`src/logic/lamem_settings.svh`:
```
`ifndef LAMEM_SETTINGS_SVH
`define LAMEM_SETTINGS_SVH

// ------------------------------
// RAM geometry
// ------------------------------

// Depth in 32-bit words, kept a power of two so the word index wraps cleanly
`define LAMEM_RAM_WORDS 256

// ------------------------------
// Address map, byte 31:24
// ------------------------------

// Block RAM select
`define LAMEM_RAM_BASE 8'h00

// Timer select
`define LAMEM_TIMER_BASE 8'h10

`endif

```
`src/logic/lamem_pkg.sv`:
```
package lamem_pkg;

    // ------------------------------
    // Bus address
    // ------------------------------

    // Field view of the 32-bit look-ahead address
    typedef struct packed {
        // Peripheral select
        logic [7:0]  base;
        // Word index within the peripheral
        logic [21:0] word;
        // Byte lanes come from wstrb instead
        logic [1:0]  byte_off;
    } lamem_addr_f;

    // Same word seen raw or split into fields
    typedef union packed {
        logic [31:0] raw;
        lamem_addr_f fields;
    } lamem_addr_u;

    // ------------------------------
    // Request and return words
    // ------------------------------

    // Look-ahead request, valid only in the cycle a strobe is high
    typedef struct packed {
        logic        rd;
        logic        wr;
        lamem_addr_u addr;
        logic [31:0] wdata;
        logic [3:0]  wstrb;
    } lamem_req_t;

    // Target answer, all zero when the target is not answering
    typedef struct packed {
        logic        ready;
        logic [31:0] rdata;
    } lamem_ret_t;

    // ------------------------------
    // Timer register map
    // ------------------------------

    // Word indices under the timer base
    typedef enum logic [1:0] {
        COUNT   = 2'd0,
        COMPARE = 2'd1,
        CTRL    = 2'd2
    } lamem_tmr_reg_e;

endpackage

```
`src/logic/lamem_timer.sv`:
```
`include "lamem_settings.svh"

module lamem_timer (
    input  logic                  clk,
    input  logic                  rst_n,
    input  lamem_pkg::lamem_req_t req,
    input  logic                  busy,
    output lamem_pkg::lamem_ret_t ret,
    output logic                  irq
);

    import lamem_pkg::*;

    // ------------------------------
    // Registers and decode
    // ------------------------------

    logic [31:0] count;
    logic [31:0] compare;
    // CTRL bit 0
    logic        en;
    // CTRL bit 1, sticky until a CTRL write
    logic        match;

    logic        hit;
    logic        wr_hit;
    logic        sel_count;
    logic        sel_compare;
    logic        sel_ctrl;
    logic [31:0] rd_word;
    logic [31:0] count_nxt;
    logic [31:0] compare_nxt;

    // Timer base, a strobe, and the scrub done
    assign hit = (req.addr.fields.base == `LAMEM_TIMER_BASE)
              && (req.rd || req.wr)
              && !busy;
    assign wr_hit = hit && req.wr;

    // Full word index compare, so aliases above CTRL are not decoded
    assign sel_count   = (req.addr.fields.word == 22'(COUNT));
    assign sel_compare = (req.addr.fields.word == 22'(COMPARE));
    assign sel_ctrl    = (req.addr.fields.word == 22'(CTRL));

    // Read mux, unmapped words read zero
    always_comb begin
        rd_word = '0;
        if (sel_count) begin
            rd_word = count;
        end else if (sel_compare) begin
            rd_word = compare;
        end else if (sel_ctrl) begin
            rd_word = {30'd0, match, en};
        end
    end

    // ------------------------------
    // Counter and compare update
    // ------------------------------

    // Strobed bytes of a write override the incremented count
    always_comb begin
        count_nxt   = count + {31'd0, en};
        compare_nxt = compare;
        for (int b = 0; b < 4; b++) begin
            if (wr_hit && req.wstrb[b]) begin
                if (sel_count) begin
                    count_nxt[8*b +: 8] = req.wdata[8*b +: 8];
                end
                if (sel_compare) begin
                    compare_nxt[8*b +: 8] = req.wdata[8*b +: 8];
                end
            end
        end
    end

    always_ff @(posedge clk) begin
        if (!rst_n) begin
            count   <= '0;
            compare <= '0;
            en      <= 1'b0;
            match   <= 1'b0;
        end else begin
            count   <= count_nxt;
            compare <= compare_nxt;
            if (wr_hit && sel_ctrl) begin
                // CTRL write wins over a match in the same cycle
                en    <= req.wdata[0];
                match <= 1'b0;
            end else if (en && (count == compare)) begin
                match <= 1'b1;
            end
        end
    end

    // Level interrupt straight from the sticky flag
    assign irq = match;

    // ------------------------------
    // Return word
    // ------------------------------

    always_ff @(posedge clk) begin
        if (!rst_n) begin
            ret <= '0;
        end else begin
            ret.ready <= hit;
            ret.rdata <= (hit && req.rd) ? rd_word : '0;
        end
    end

endmodule

```
`config.mk`:
```
export PLATFORM = sky130hd
export DESIGN_NAME = lamem_timer
export DESIGN_NICKNAME = d
export VERILOG_FILES = /design/src/logic/lamem_pkg.sv /design/src/logic/lamem_timer.sv
export VERILOG_INCLUDE_DIRS = /design/src /design/src/logic
export SDC_FILE = /design/constraint.sdc
export NUM_CORES = 1
export LEC_CHECK = 0
export BUFFER_PORTS_ARGS = -buffer_cell sky130_fd_sc_hd__buf_4
export CELL_PAD_IN_SITES_DETAIL_PLACEMENT = 2
export CELL_PAD_IN_SITES_GLOBAL_PLACEMENT = 2
export CORE_MARGIN = 2
export CORE_UTILIZATION = 36
export CTS_CLUSTER_DIAMETER = 30
export DETAILED_ROUTE_END_ITERATION = 10
export MAX_ROUTING_LAYER = met4
export PLACE_DENSITY_LB_ADDON = 0.25
export SLEW_MARGIN = 20
export SYNTH_ARGS = -nofsm -noshare
export SYNTH_HDL_FRONTEND = slang
export SYNTH_SLANG_ARGS = --single-unit
```
`constraint.sdc`:
```
create_clock -name clk -period 5.2 [get_ports clk]
set_clock_uncertainty 0.15 [all_clocks]
set_input_delay 0 -clock clk [delete_from_list [all_inputs] [get_ports clk]]
set_output_delay 0 -clock clk [all_outputs]
set_load 0.02 [all_outputs]
```
==> flow_summary.json <==
{
  "outcome": "finished, violations left",
  "violations": "negative hold slack",
  "nNetsFinal": 703,
  "cts_max_level": 3,
  "cts.sinks": 99,
  "vias_per_cell": 5.23,
  "finalSetupTns_ns": 0,
  "drive_gt1_frac": 0.210,
  "synth_cell_type_count": 39,
  "synth_fa_ha_area_frac": 0.00519,
  "r2r-end": "count[14]",
  "grt_util_met1": 0.282,
  "avgSynthCellArea_um2": 9.68,
  "gp_congestion": 0.853,
  "yosysSeqAreaShare": 0.411,
  "antenna_cells": 0,
  "ir_drop_mv": 0.150,
  "cts_hold_buf": 42,
  "worstPathMaxFanout": 2,
  "rsz0062_at_grt": "no",
  "hp-start": "req[65]",
  "synth.net_count": 573,
  "synth_compound_area_frac": 0.0753,
  "yosys.area_share.simple": 0.234,
  "synth_area_leaders": "dfxtp_1 41%, mux2i_1 13%, xnor2_1 8.0%",
  "wl_um": 16300,
  "holdWs_ns": -0.00268,
  "syn_area_mm2": 0.00482,
  "overflow": 0,
  "cp.required_ns": 5.35,
  "maxCapViolations": 0,
  "post-cts-setup-buffers": 0,
  "grtUsageMet2": 0.425,
  "fin_util": 0.486,
  "path_cells": "dlygate4sd3_1 > buf_4 > nor4_2 > dlygate4sd3_1 > nand2_1 > dlygate4sd3_1 > nor3_1 > o311a_1 > dlygate4sd3_1",
  "slowest_stage": "dlygate4sd3_1",
  "core_region_area_mm2": 0.0131,
  "drc": 0,
  "startpoint": "req[58]",
  "hold_class": "primary input to register",
  "io_buffers": 104,
  "reg2reg_from": "en",
  "nFillCells": 1389,
  "postRouteAntennaNets": 0,
  "placed_area_mm2": 0.00570,
  "clk_pin_slew_ns": 0.06,
  "die_w_um": 120,
  "crit_path_start_kind": "primary input",
  "slew_headroom": 0.334,
  "synth_top_family_by_area": "simple AND/OR/NAND/NOR gates",
  "drt_iter0_drc": 184,
  "dpl.hpwl_um": 10700,
  "post_cts_resized": 0,
  "final_cell_area_mm2": 0.00638,
  "yosys_warnings": 0,
  "antenna_found_initial": 0,
  "num_vias": 4232,
  "cts_tree": "done",
  "synth_seq_cells": 99,
  "tightest_slew_ns": 0.991,
  "max_stage_delay_ns": 0.62,
  "hold_end": "ret[1]",
  "grt_pass1_wl_um": 26000,
  "r2r_setup_slack_ns": 2.47,
  "post-route-period-util": 0.602,
  "dieArea_mm2": 0.0143,
  "start_util": 0.367,
  "crit_type": "primary input to register",
  "finalHoldViolCount": 1,
  "cp.arrival_ns": 3.28,
  "finalPower_mw": 1.50,
  "pin_count": 107,
  "critPathMostFrequentCell": "dlygate4sd3_1",
  "cp-end-kind": "register",
  "met3_usage": 0.0299,
  "synth_top_area_frac": 0.411,
  "synth_xor_area_frac": 0.113,
  "drtPass1Iterations": 4,
  "grt_max_degree": 69,
  "p_per_area_mw_per_mm2": 234,
  "power.leakage_nw": 2.53,
  "whs_path_depth": 5,
  "clkLatencyLatePin_ns": 0.36,
  "postSynthCellCount": 498,
  "min_period_ns": 3.13,
  "maxSlewViolCount": 0,
  "fp-row-count": 42,
  "max_freq_mhz": 319,
  "root_buffer": "clkbuf_16",
  "clockBufferDepth": 2,
  "die_h_um": 120,
  "syn_to_final_growth_pct": 32.4,
  "synthMuxAreaShare": 0.131,
  "setup_violations": 0,
  "yosys.area.top_type": "dfxtp_1",
  "grt_usage": 0.243,
  "grt_pass1_vias": 4704,
  "numCtsBuffers": 9,
  "top_usage_layer": "met2",
  "reg2reg_depth": 7,
  "wl_per_cell_um": 20.2
}
==> where the power goes <==
part | switching [mW] | internal [mW] | total [mW]
combinational | 0.0466 | 0.0675 | 0.114
sequential | 0.00000174 | 0.758 | 0.758
clock | 0.299 | 0.325 | 0.624
total | 0.345 | 1.15 | 1.50
==> worst max-delay path, delay by kind of cell <==
family / cells / cell delay (ns)
compound gates: 1 / 0.23
buf+inv: 5 / 2.44
simple gates: 3 / 0.62
==> registers in the layout, summed over array words and instances, names as in the netlist <==
register	count
compare	32
en	1
count	32
ret	33
irq	1
==> cell usage after synthesis (all sizes together) <==
library cell	n
dfxtp	99
mux2i	63
xnor2	44
nor2b	36
nor2	32
nand2	31
a21oi	21
o21ai	19
clkbuf	18
nor4	18
xor2	18
nand4	15
nand3	11
nor3	11
o211a	11
buf	10
nand2b	7
or4	5
and3	4
and4	4
inv	4
a21boi	2
ha	2
nand4b	2
o311a	2
or2	2
a31oi	1
and2	1
nand3b	1
nor3b	1
nor4b	1
o2111a	1
or3	1
==> worst max-delay path by stage <==
stage               depth (start not counted)        end  slack (ns)
detailed placement                          6  count[27]        2.46
floorplan                                   7  count[28]        3.22
CTS                                         9     ret[0]        2.11
finish                                      9     ret[0]        2.07
global placement                            6    ret[11]        2.57
global route                                9     ret[0]        1.95
==> per-stage QoR <==
| stage | setup slack, ns | instances |
|---|---|---|
| after floorplan | 3.22 | 498 |
| after global placement | 2.57 | 751 |
| after detailed placement | 2.46 | 751 |
| after CTS | 2.11 | 809 |
| after global routing | 1.95 | 809 |
| final | 2.07 | 809 |
==> layer usage <==
metal | part of all wire | routed length (um)
met1 | 0.42 | 6850
met2 | 0.53 | 8620
met3 | 0.023 | 377
met4 | 0.028 | 459
met5 | 0 | 0
==> cell usage in the layout, fill, tap and decap left out, drive strengths merged, types with 7 or more instances in the layout <==
| master | count |
|---|---|
| nor2b | 36 |
| dfxtp | 99 |
| nor3 | 11 |
| nor4 | 18 |
| clkbuf | 12 |
| a21oi | 21 |
| nand4 | 15 |
| xnor2 | 44 |
| mux2i | 63 |
| o211a | 11 |
| buf | 105 |
| nand2b | 7 |
| o21ai | 19 |
| nand2 | 31 |
| dlygate4sd3 | 42 |
| nand3 | 11 |
| xor2 | 18 |
| nor2 | 32 |
==> cell type report <==
cell class / instances / area, um^2 / area share
tap: 176 / 220 / 0.0345
timing repair buffer: 147 / 1210 / 0.189
clock inverter: 4 / 26.3 / 0.00412
multi-input combinational: 367 / 2690 / 0.422
inverter: 4 / 15.0 / 0.00235
clock buffer: 12 / 236 / 0.0371
sequential: 99 / 1980 / 0.311
==> logic make-up (layout without fill, tap and decap cells) <==
kind of cell / after synthesis / in the layout
and+or+nand+nor: 183 / 183
buffers and inverters: 32 / 167
muxes: 63 / 63
xor gates and xnor gates: 62 / 62
AOI/OAI and AO/OA: 57 / 57
adders and majority gates: 2 / 2
DFF: 99 / 99
Note: power is estimated with default switching activity, not from simulation.
