**config.mk**
```make
export PLATFORM = sky130hd
export DESIGN_NAME = lamem_scrub_fsm
export DESIGN_NICKNAME = d
export VERILOG_FILES = /design/src/logic/lamem_scrub_fsm.sv
export VERILOG_INCLUDE_DIRS = /design/src /design/src/logic
export SDC_FILE = /design/constraint.sdc
export NUM_CORES = 1
export LEC_CHECK = 0
export BUFFER_PORTS_ARGS = -buffer_cell sky130_fd_sc_hd__buf_2
export CORE_AREA = 2 2 39 41
export DETAILED_ROUTE_END_ITERATION = 10
export DIE_AREA = 0 0 41 43
export SLEW_MARGIN = 25
export SYNTH_ARGS = -nofsm -noshare
export SYNTH_HDL_FRONTEND = slang
export SYNTH_SLANG_ARGS = --single-unit
```
**constraint.sdc**
```tcl
create_clock -name clk -period 2.35 [get_ports clk]
set_input_delay 0.47 -clock clk [delete_from_list [all_inputs] [get_ports clk]]
set_output_delay 0.47 -clock clk [all_outputs]
set_load 0.02 [all_outputs]
```
**src/logic/lamem_settings.svh**
```systemverilog
`ifndef LAMEM_SETTINGS_SVH
`define LAMEM_SETTINGS_SVH

// ------------------------------
// RAM geometry
// ------------------------------

// Depth in 32-bit words, kept a power of two so the word index wraps cleanly
`define LAMEM_RAM_WORDS 256

// ------------------------------
// Address map, byte 31:24
// ------------------------------

// Block RAM select
`define LAMEM_RAM_BASE 8'h00

// Timer select
`define LAMEM_TIMER_BASE 8'h10

`endif

```
**src/logic/lamem_scrub_fsm.sv**
```systemverilog
`include "lamem_settings.svh"

module lamem_scrub_fsm (
    input  logic                                 clk,
    input  logic                                 rst_n,
    output logic                                 scrub_we,
    output logic [$clog2(`LAMEM_RAM_WORDS)-1:0]  scrub_addr,
    output logic                                 busy
);

    localparam int AW = $clog2(`LAMEM_RAM_WORDS);

    // Index of the final word in the sweep
    localparam logic [AW-1:0] LAST_WORD = AW'(`LAMEM_RAM_WORDS - 1);

    // ------------------------------
    // State encoding
    // ------------------------------

    // Sweeping, one word per cycle
    localparam logic [1:0] CLEAR = 2'd0;
    // Guard cycle after the last word, bus still closed
    localparam logic [1:0] LAST  = 2'd1;
    // Parked until the next reset
    localparam logic [1:0] IDLE  = 2'd2;

    logic [1:0]    state;
    logic [1:0]    state_nxt;
    logic [AW-1:0] addr_q;

    // ------------------------------
    // Next state
    // ------------------------------

    always_comb begin
        state_nxt = state;
        case (state)
            CLEAR: begin
                // Leave once the last word has been written
                if (addr_q == LAST_WORD) begin
                    state_nxt = LAST;
                end
            end
            LAST: begin
                state_nxt = IDLE;
            end
            IDLE: begin
                state_nxt = IDLE;
            end
            default: begin
                // Unused code, restart the sweep
                state_nxt = CLEAR;
            end
        endcase
    end

    // State and sweep counter, both restart on every reset
    always_ff @(posedge clk) begin
        if (!rst_n) begin
            state  <= CLEAR;
            addr_q <= '0;
        end else begin
            state <= state_nxt;
            if (state == CLEAR) begin
                addr_q <= addr_q + 1'b1;
            end
        end
    end

    // Outputs decoded straight from state
    assign scrub_we   = (state == CLEAR);
    assign scrub_addr = addr_q;
    assign busy       = (state != IDLE);

endmodule

```
==> impl_metrics.yaml, run 1 <==
routing:
  first_iter_violations: 5
  ant_nets: 0
  post_drt_wl_per_cell_um: 10.5
  drcViolationCount: 0
  dr.pass1.iters: 4
  routed_wl_um: 839
  vias_per_cell: 5.05
  via_count: 404
critical_path:
  crit_arrival_ns: 1.23
  required_ns: 1.88
  critical_path.max_stage_delay_ns: 0.36
  cp.depth: 3
  reg2reg_depth: 5
  critPathLaunchType: "flip-flop"
  path_buf_inv: 2
  cp-end-kind: "output port"
  cpMaxStageDelayCell: "ha_1"
  path_class: "flip-flop to output port"
  cp_top_family: "adder cells"
  path_cells: "inv_1, ha_1, buf_2"
  worstPathMaxFanout: 9
die:
  die_h_um: 43
  start_util_pct: 32.9
  die_area_um2: 1760
  chipWidth_um: 41
  ios: 12
  core-area_um2: 1380
  core.rowCount: 14
grt:
  grt_pass1_wl_um: 1480
  grt_overflow: 0
  grt_pass1_vias: 354
  grt_max_degree: 10
  track_usage_pct: 12.5
  antenna_found_initial: 0
layout:
  diodes: 0
  final_area_um2: 546
  final_common_cell: "buf_2"
  multi_input_area_um2: 233
  post-route-util_pct: 39.4
  syn_to_final_growth_pct: 19.8
  drive_gt1_share_pct: 23.4
  fillers: 147
  final_cell_mix: "buf_2, dfxtp_1, nand2_1, nor2_1, inv_1"
  seq_area_um2: 200
  fin_nets: 71
place:
  dp_slack_ns: 0.711
  dp_hpwl_um: 619
  io_buffer_count: 11
  place.gp.congestion: 0.747
  placed_cell_area_um2: 523
min_path:
  holdPathStages: 2
  hp-class: "flip-flop to flip-flop"
synthesis:
  yosysSeqAreaShare_pct: 44.0
  netlist_instances: 51
  synth_area_um2: 455
  synth.avg_cell_area_um2: 8.93
  yosysUniqueCellTypes: 19
  ys_ff_latch: 10
  synth_warnings: 0
  synth.net_count: 56
sta:
  slew_headroom_pct: 77.5
  setup_ws_ns: 0.650
  hold_viol_final: 0
  period_minus_slack_ns: 1.70
  setup_violations: 0
  tightest_slew_ns: 0.338
  clock_skew_ns: 0.00522
  max_freq_ghz: 0.588
  maxSlewViolCount: 0
  rsz0062_at_grt: "no"
  fin_crit_sh_pct: 72.3
  tns_ns: 0
clocking:
  cts_tree: "yes"
  clock_latency_ns: 0.26
  cts.sinks: 10
  htree_num_levels: 1
  cts_hold_buf: 0
  clockBufferDepth: 2
  ctsResizeCount: 0
  cts-root-buf: "clkbuf_4"
  postCtsSetupRepairBufs: 0
  cts_buffers: 3
  path_clk_slew_ns: 0.06
pwr:
  power_leakage_nw: 0.237
  finalPower_uw: 317
  peakVddDrop_mv: 0.165
  powerDensity_nw_per_um2: 581
run_status:
  status: "complete, no violations"
flow_run:
  drv_cap: 0
worst min-delay path, stage by stage (launching register included):
cell,delay (ns)
dfxtp_1,0.33
nand2_1,0.06
mux2i_1,0.05
final cells by class:
class                      count  area share, %
clock buffer                   3           4.13
inverter                       4           2.75
multi-input combinational     36           42.7
tap                           16           3.67
sequential                    10           36.7
timing repair buffer          11           10.1
synth_stat cells:
library cell / instances / share of area (%)
dfxtp_1: 10 / 44
nand2_1: 6 / 4.9
nor2_1: 5 / 4.1
inv_1: 4 / 3.3
a21oi_1: 3 / 3.3
ha_1: 3 / 8.2
o21ai_0: 3 / 3.3
xor2_1: 3 / 5.8
mux2i_1: 2 / 4.4
nand4_1: 2 / 2.7
or3_1: 2 / 2.7
and3_1: 1 / 1.4
buf_4: 1 / 1.6
nand3_1: 1 / 1.1
nand4_2: 1 / 2.7
o21ai_1: 1 / 1.1
o31ai_1: 1 / 1.6
or4_1: 1 / 1.6
xnor2_1: 1 / 1.9
state kept, by name, summed over array words and instances (netlist names):
name	count
state	2
scrub_addr	8
metal layers:
metal  vias up  global-route usage, %  wire (um)
met5         -                      0          0
met4         0                   8.00          5
met3         2                   3.14         48
met2         9                   15.3        368
met1       188                   18.8        417
li1        205                      -          -
metrics by stage:
| stage | hold slack, ns | instances |
|---|---|---|
| after floorplan | 0.451 | 51 |
| after CTS | 0.491 | 80 |
| after global routing | 0.499 | 80 |
| after global placement | 0.471 | 77 |
| after detailed placement | 0.482 | 77 |
| final | 0.485 | 80 |
kinds of logic (layout without fill, tap and decap cells):
family / Yosys count / count (layout) / synth area share [%]
AND/OR/NAND/NOR: 19 / 19 / 21.4
flip-flops: 10 / 10 / 44.0
AO/OA/AOI/OAI: 8 / 8 / 9.34
buffers and inverters: 5 / 18 / 4.94
XOR/XNOR: 4 / 4 / 7.69
adder cells (fa/ha/maj): 3 / 3 / 8.24
multiplexers: 2 / 2 / 4.40
final timing paths:
path | start | end | slack [ns]
max | state[0] | scrub_we | 0.65
min reg2reg | state[1] | state[1] | 0.48
max reg2reg | state[0] | scrub_addr[7] | 0.68
min | state[1] | state[1] | 0.48
power breakdown:
part	total, mW	switching [mW]	internal (mW)
clock	0.113	0.0538	0.0589
sequential	0.180	0.00643	0.174
combinational	0.0237	0.0147	0.00899
total	0.317	0.0750	0.242
Power figures use the tool's default switching activity.
==> run 2, diff against run 1 <==
- clock period: 2.35 -> 1.71 ns (I/O delays scaled with it)
==> run 2 against run 1 <==
  * Non-clock buffer count is 1 higher
  * Sequential share of layout area is 1.4 points lower
  * First-iteration DRC count is 20% higher
  * Critical path type unchanged
  * Critical endpoint unchanged
  * Largest cell class unchanged
  * Largest power group unchanged
  * Highest routed layer unchanged
==> impl_metrics.yaml, run 2 (synthesis gave the netlist of run 1 again) <==
layout:
  fin_nets: 72
  fillers: 144
  largest_reg_flops: 8
  final_common_cell: "buf_2"
  seq_area_um2: 200
  drive_gt1_share_pct: 25.8
  post-route-util_pct: 41.0
  final_cell_mix: "buf_2, dfxtp_1, nand2_1, nor2_1, inv_1"
  syn_to_final_growth_pct: 24.5
  multi_input_area_um2: 233
  diodes: 0
  final_area_um2: 567
sta:
  clock_skew_ns: 0.00875
  slew_headroom_pct: 83.1
  rsz0062_at_grt: "no"
  fin_crit_sh_pct: 90.9
  max_freq_ghz: 0.644
  setup_ws_ns: 0.156
  maxSlewViolCount: 0
  setup_violations: 0
  tightest_slew_ns: 0.254
  tns_ns: 0
  hold_viol_final: 0
  period_minus_slack_ns: 1.55
routing:
  vias_per_cell: 4.98
  routed_wl_um: 881
  ant_nets: 0
  drcViolationCount: 0
  first_iter_violations: 6
  post_drt_wl_per_cell_um: 10.7
  dr.pass1.iters: 4
  via_count: 408
min_path:
  holdPathStages: 2
  hp-class: "input pin to flip-flop"
  min_from: "rst_n"
pwr:
  p_clk_share_pct: 43.2
  pwr-share-seq_pct: 50.3
  sw_frac_of_total_pct: 22.6
  peakVddDrop_mv: 0.576
  comb_power_share_pct: 6.6
  cellInternalPower_uw: 381
  power_leakage_nw: 0.248
  netSwitchingPower_uw: 111
  powerDensity_nw_per_um2: 867
  finalPower_uw: 492
clocking:
  cts-root-buf: "clkbuf_4"
  postCtsSetupRepairBufs: 0
  clockBufferDepth: 2
  ctsResizeCount: 0
  cts_hold_buf: 0
  htree_num_levels: 1
  cts.sinks: 10
  path_clk_slew_ns: 0.07
  clock_latency_ns: 0.27
  cts_tree: "yes"
  cts_buffers: 3
grt:
  track_usage_pct: 12.9
  grt_pass1_wl_um: 1480
  grt_overflow: 0
  grt_pass1_vias: 340
  grt_max_degree: 9
  antenna_found_initial: 0
die:
  core.rowCount: 14
  start_util_pct: 32.9
  chipWidth_um: 41
  die_area_um2: 1760
  die_h_um: 43
  ios: 12
  core-area_um2: 1380
place:
  io_buffer_count: 11
  place.gp.congestion: 0.698
  dp_hpwl_um: 644
  dp_slack_ns: 0.266
  placed_cell_area_um2: 531
critical_path:
  required_ns: 1.37
  critPathLaunchType: "flip-flop"
  crit_start: "state[0]"
  path_class: "flip-flop to output port"
  crit_arrival_ns: 1.21
  rr_startpoint: "state[0]"
  cp-end-kind: "output port"
  worstPathMaxFanout: 8
  reg2reg_depth: 5
flow_run:
  drv_cap: 0
run_status:
  status: "complete, no violations"
## run 2: cell count changes in the layout (fill, tap and decap cells not counted)
cell      before  now
buf_4          0    1
clkbuf_8       0    1
## run 2: layout make-up
class	instances	area share (%)
clock buffers	4	6.40
inverters	4	2.65
multi-input cells	36	41.1
flip-flops and latches	10	35.3
well taps	16	3.53
repair buffers	12	11.0
## run 2: path summary, 6_finish.rpt
kind,end,slack [ns]
setup / recovery,scrub_we,0.16
hold / removal,state[0],0.35
setup reg to reg,scrub_addr[7],0.24
hold reg to reg,state[1],0.49
## run 2: power groups by stage
| stage | combinational (mW) | clock (mW) | sequential, mW |
|---|---|---|---|
| global placement | 0.0325 | 0 | 0.252 |
| floorplan | 0.0140 | 0 | 0.259 |
| detailed placement | 0.0328 | 0 | 0.252 |
| CTS | 0.0328 | 0.219 | 0.247 |
| global route | 0.0364 | 0.233 | 0.248 |
| finish | 0.0323 | 0.212 | 0.247 |
## run 2: metal layers
metal  GRT usage, %  vias to the layer above  share of wire, %
met5              0                        -                 0
met4           4.00                        0              0.91
met3           7.85                        2               7.9
met2           16.3                       12                44
li1               -                      204                 -
met1           18.1                      190                47
## run 2: through the flow
stage | hold slack [ns] | instances
after global routing | 0.362 | 82
final | 0.351 | 82
after floorplan | 0.451 | 51
after CTS | 0.352 | 82
after global placement | 0.472 | 78
after detailed placement | 0.483 | 78
## run 2: critical path: stages (launching register included)
cell	delay (ns)
dfxtp_1	0.30
inv_1	0.09
ha_1	0.21
buf_4	0.17
buf_2	0.17
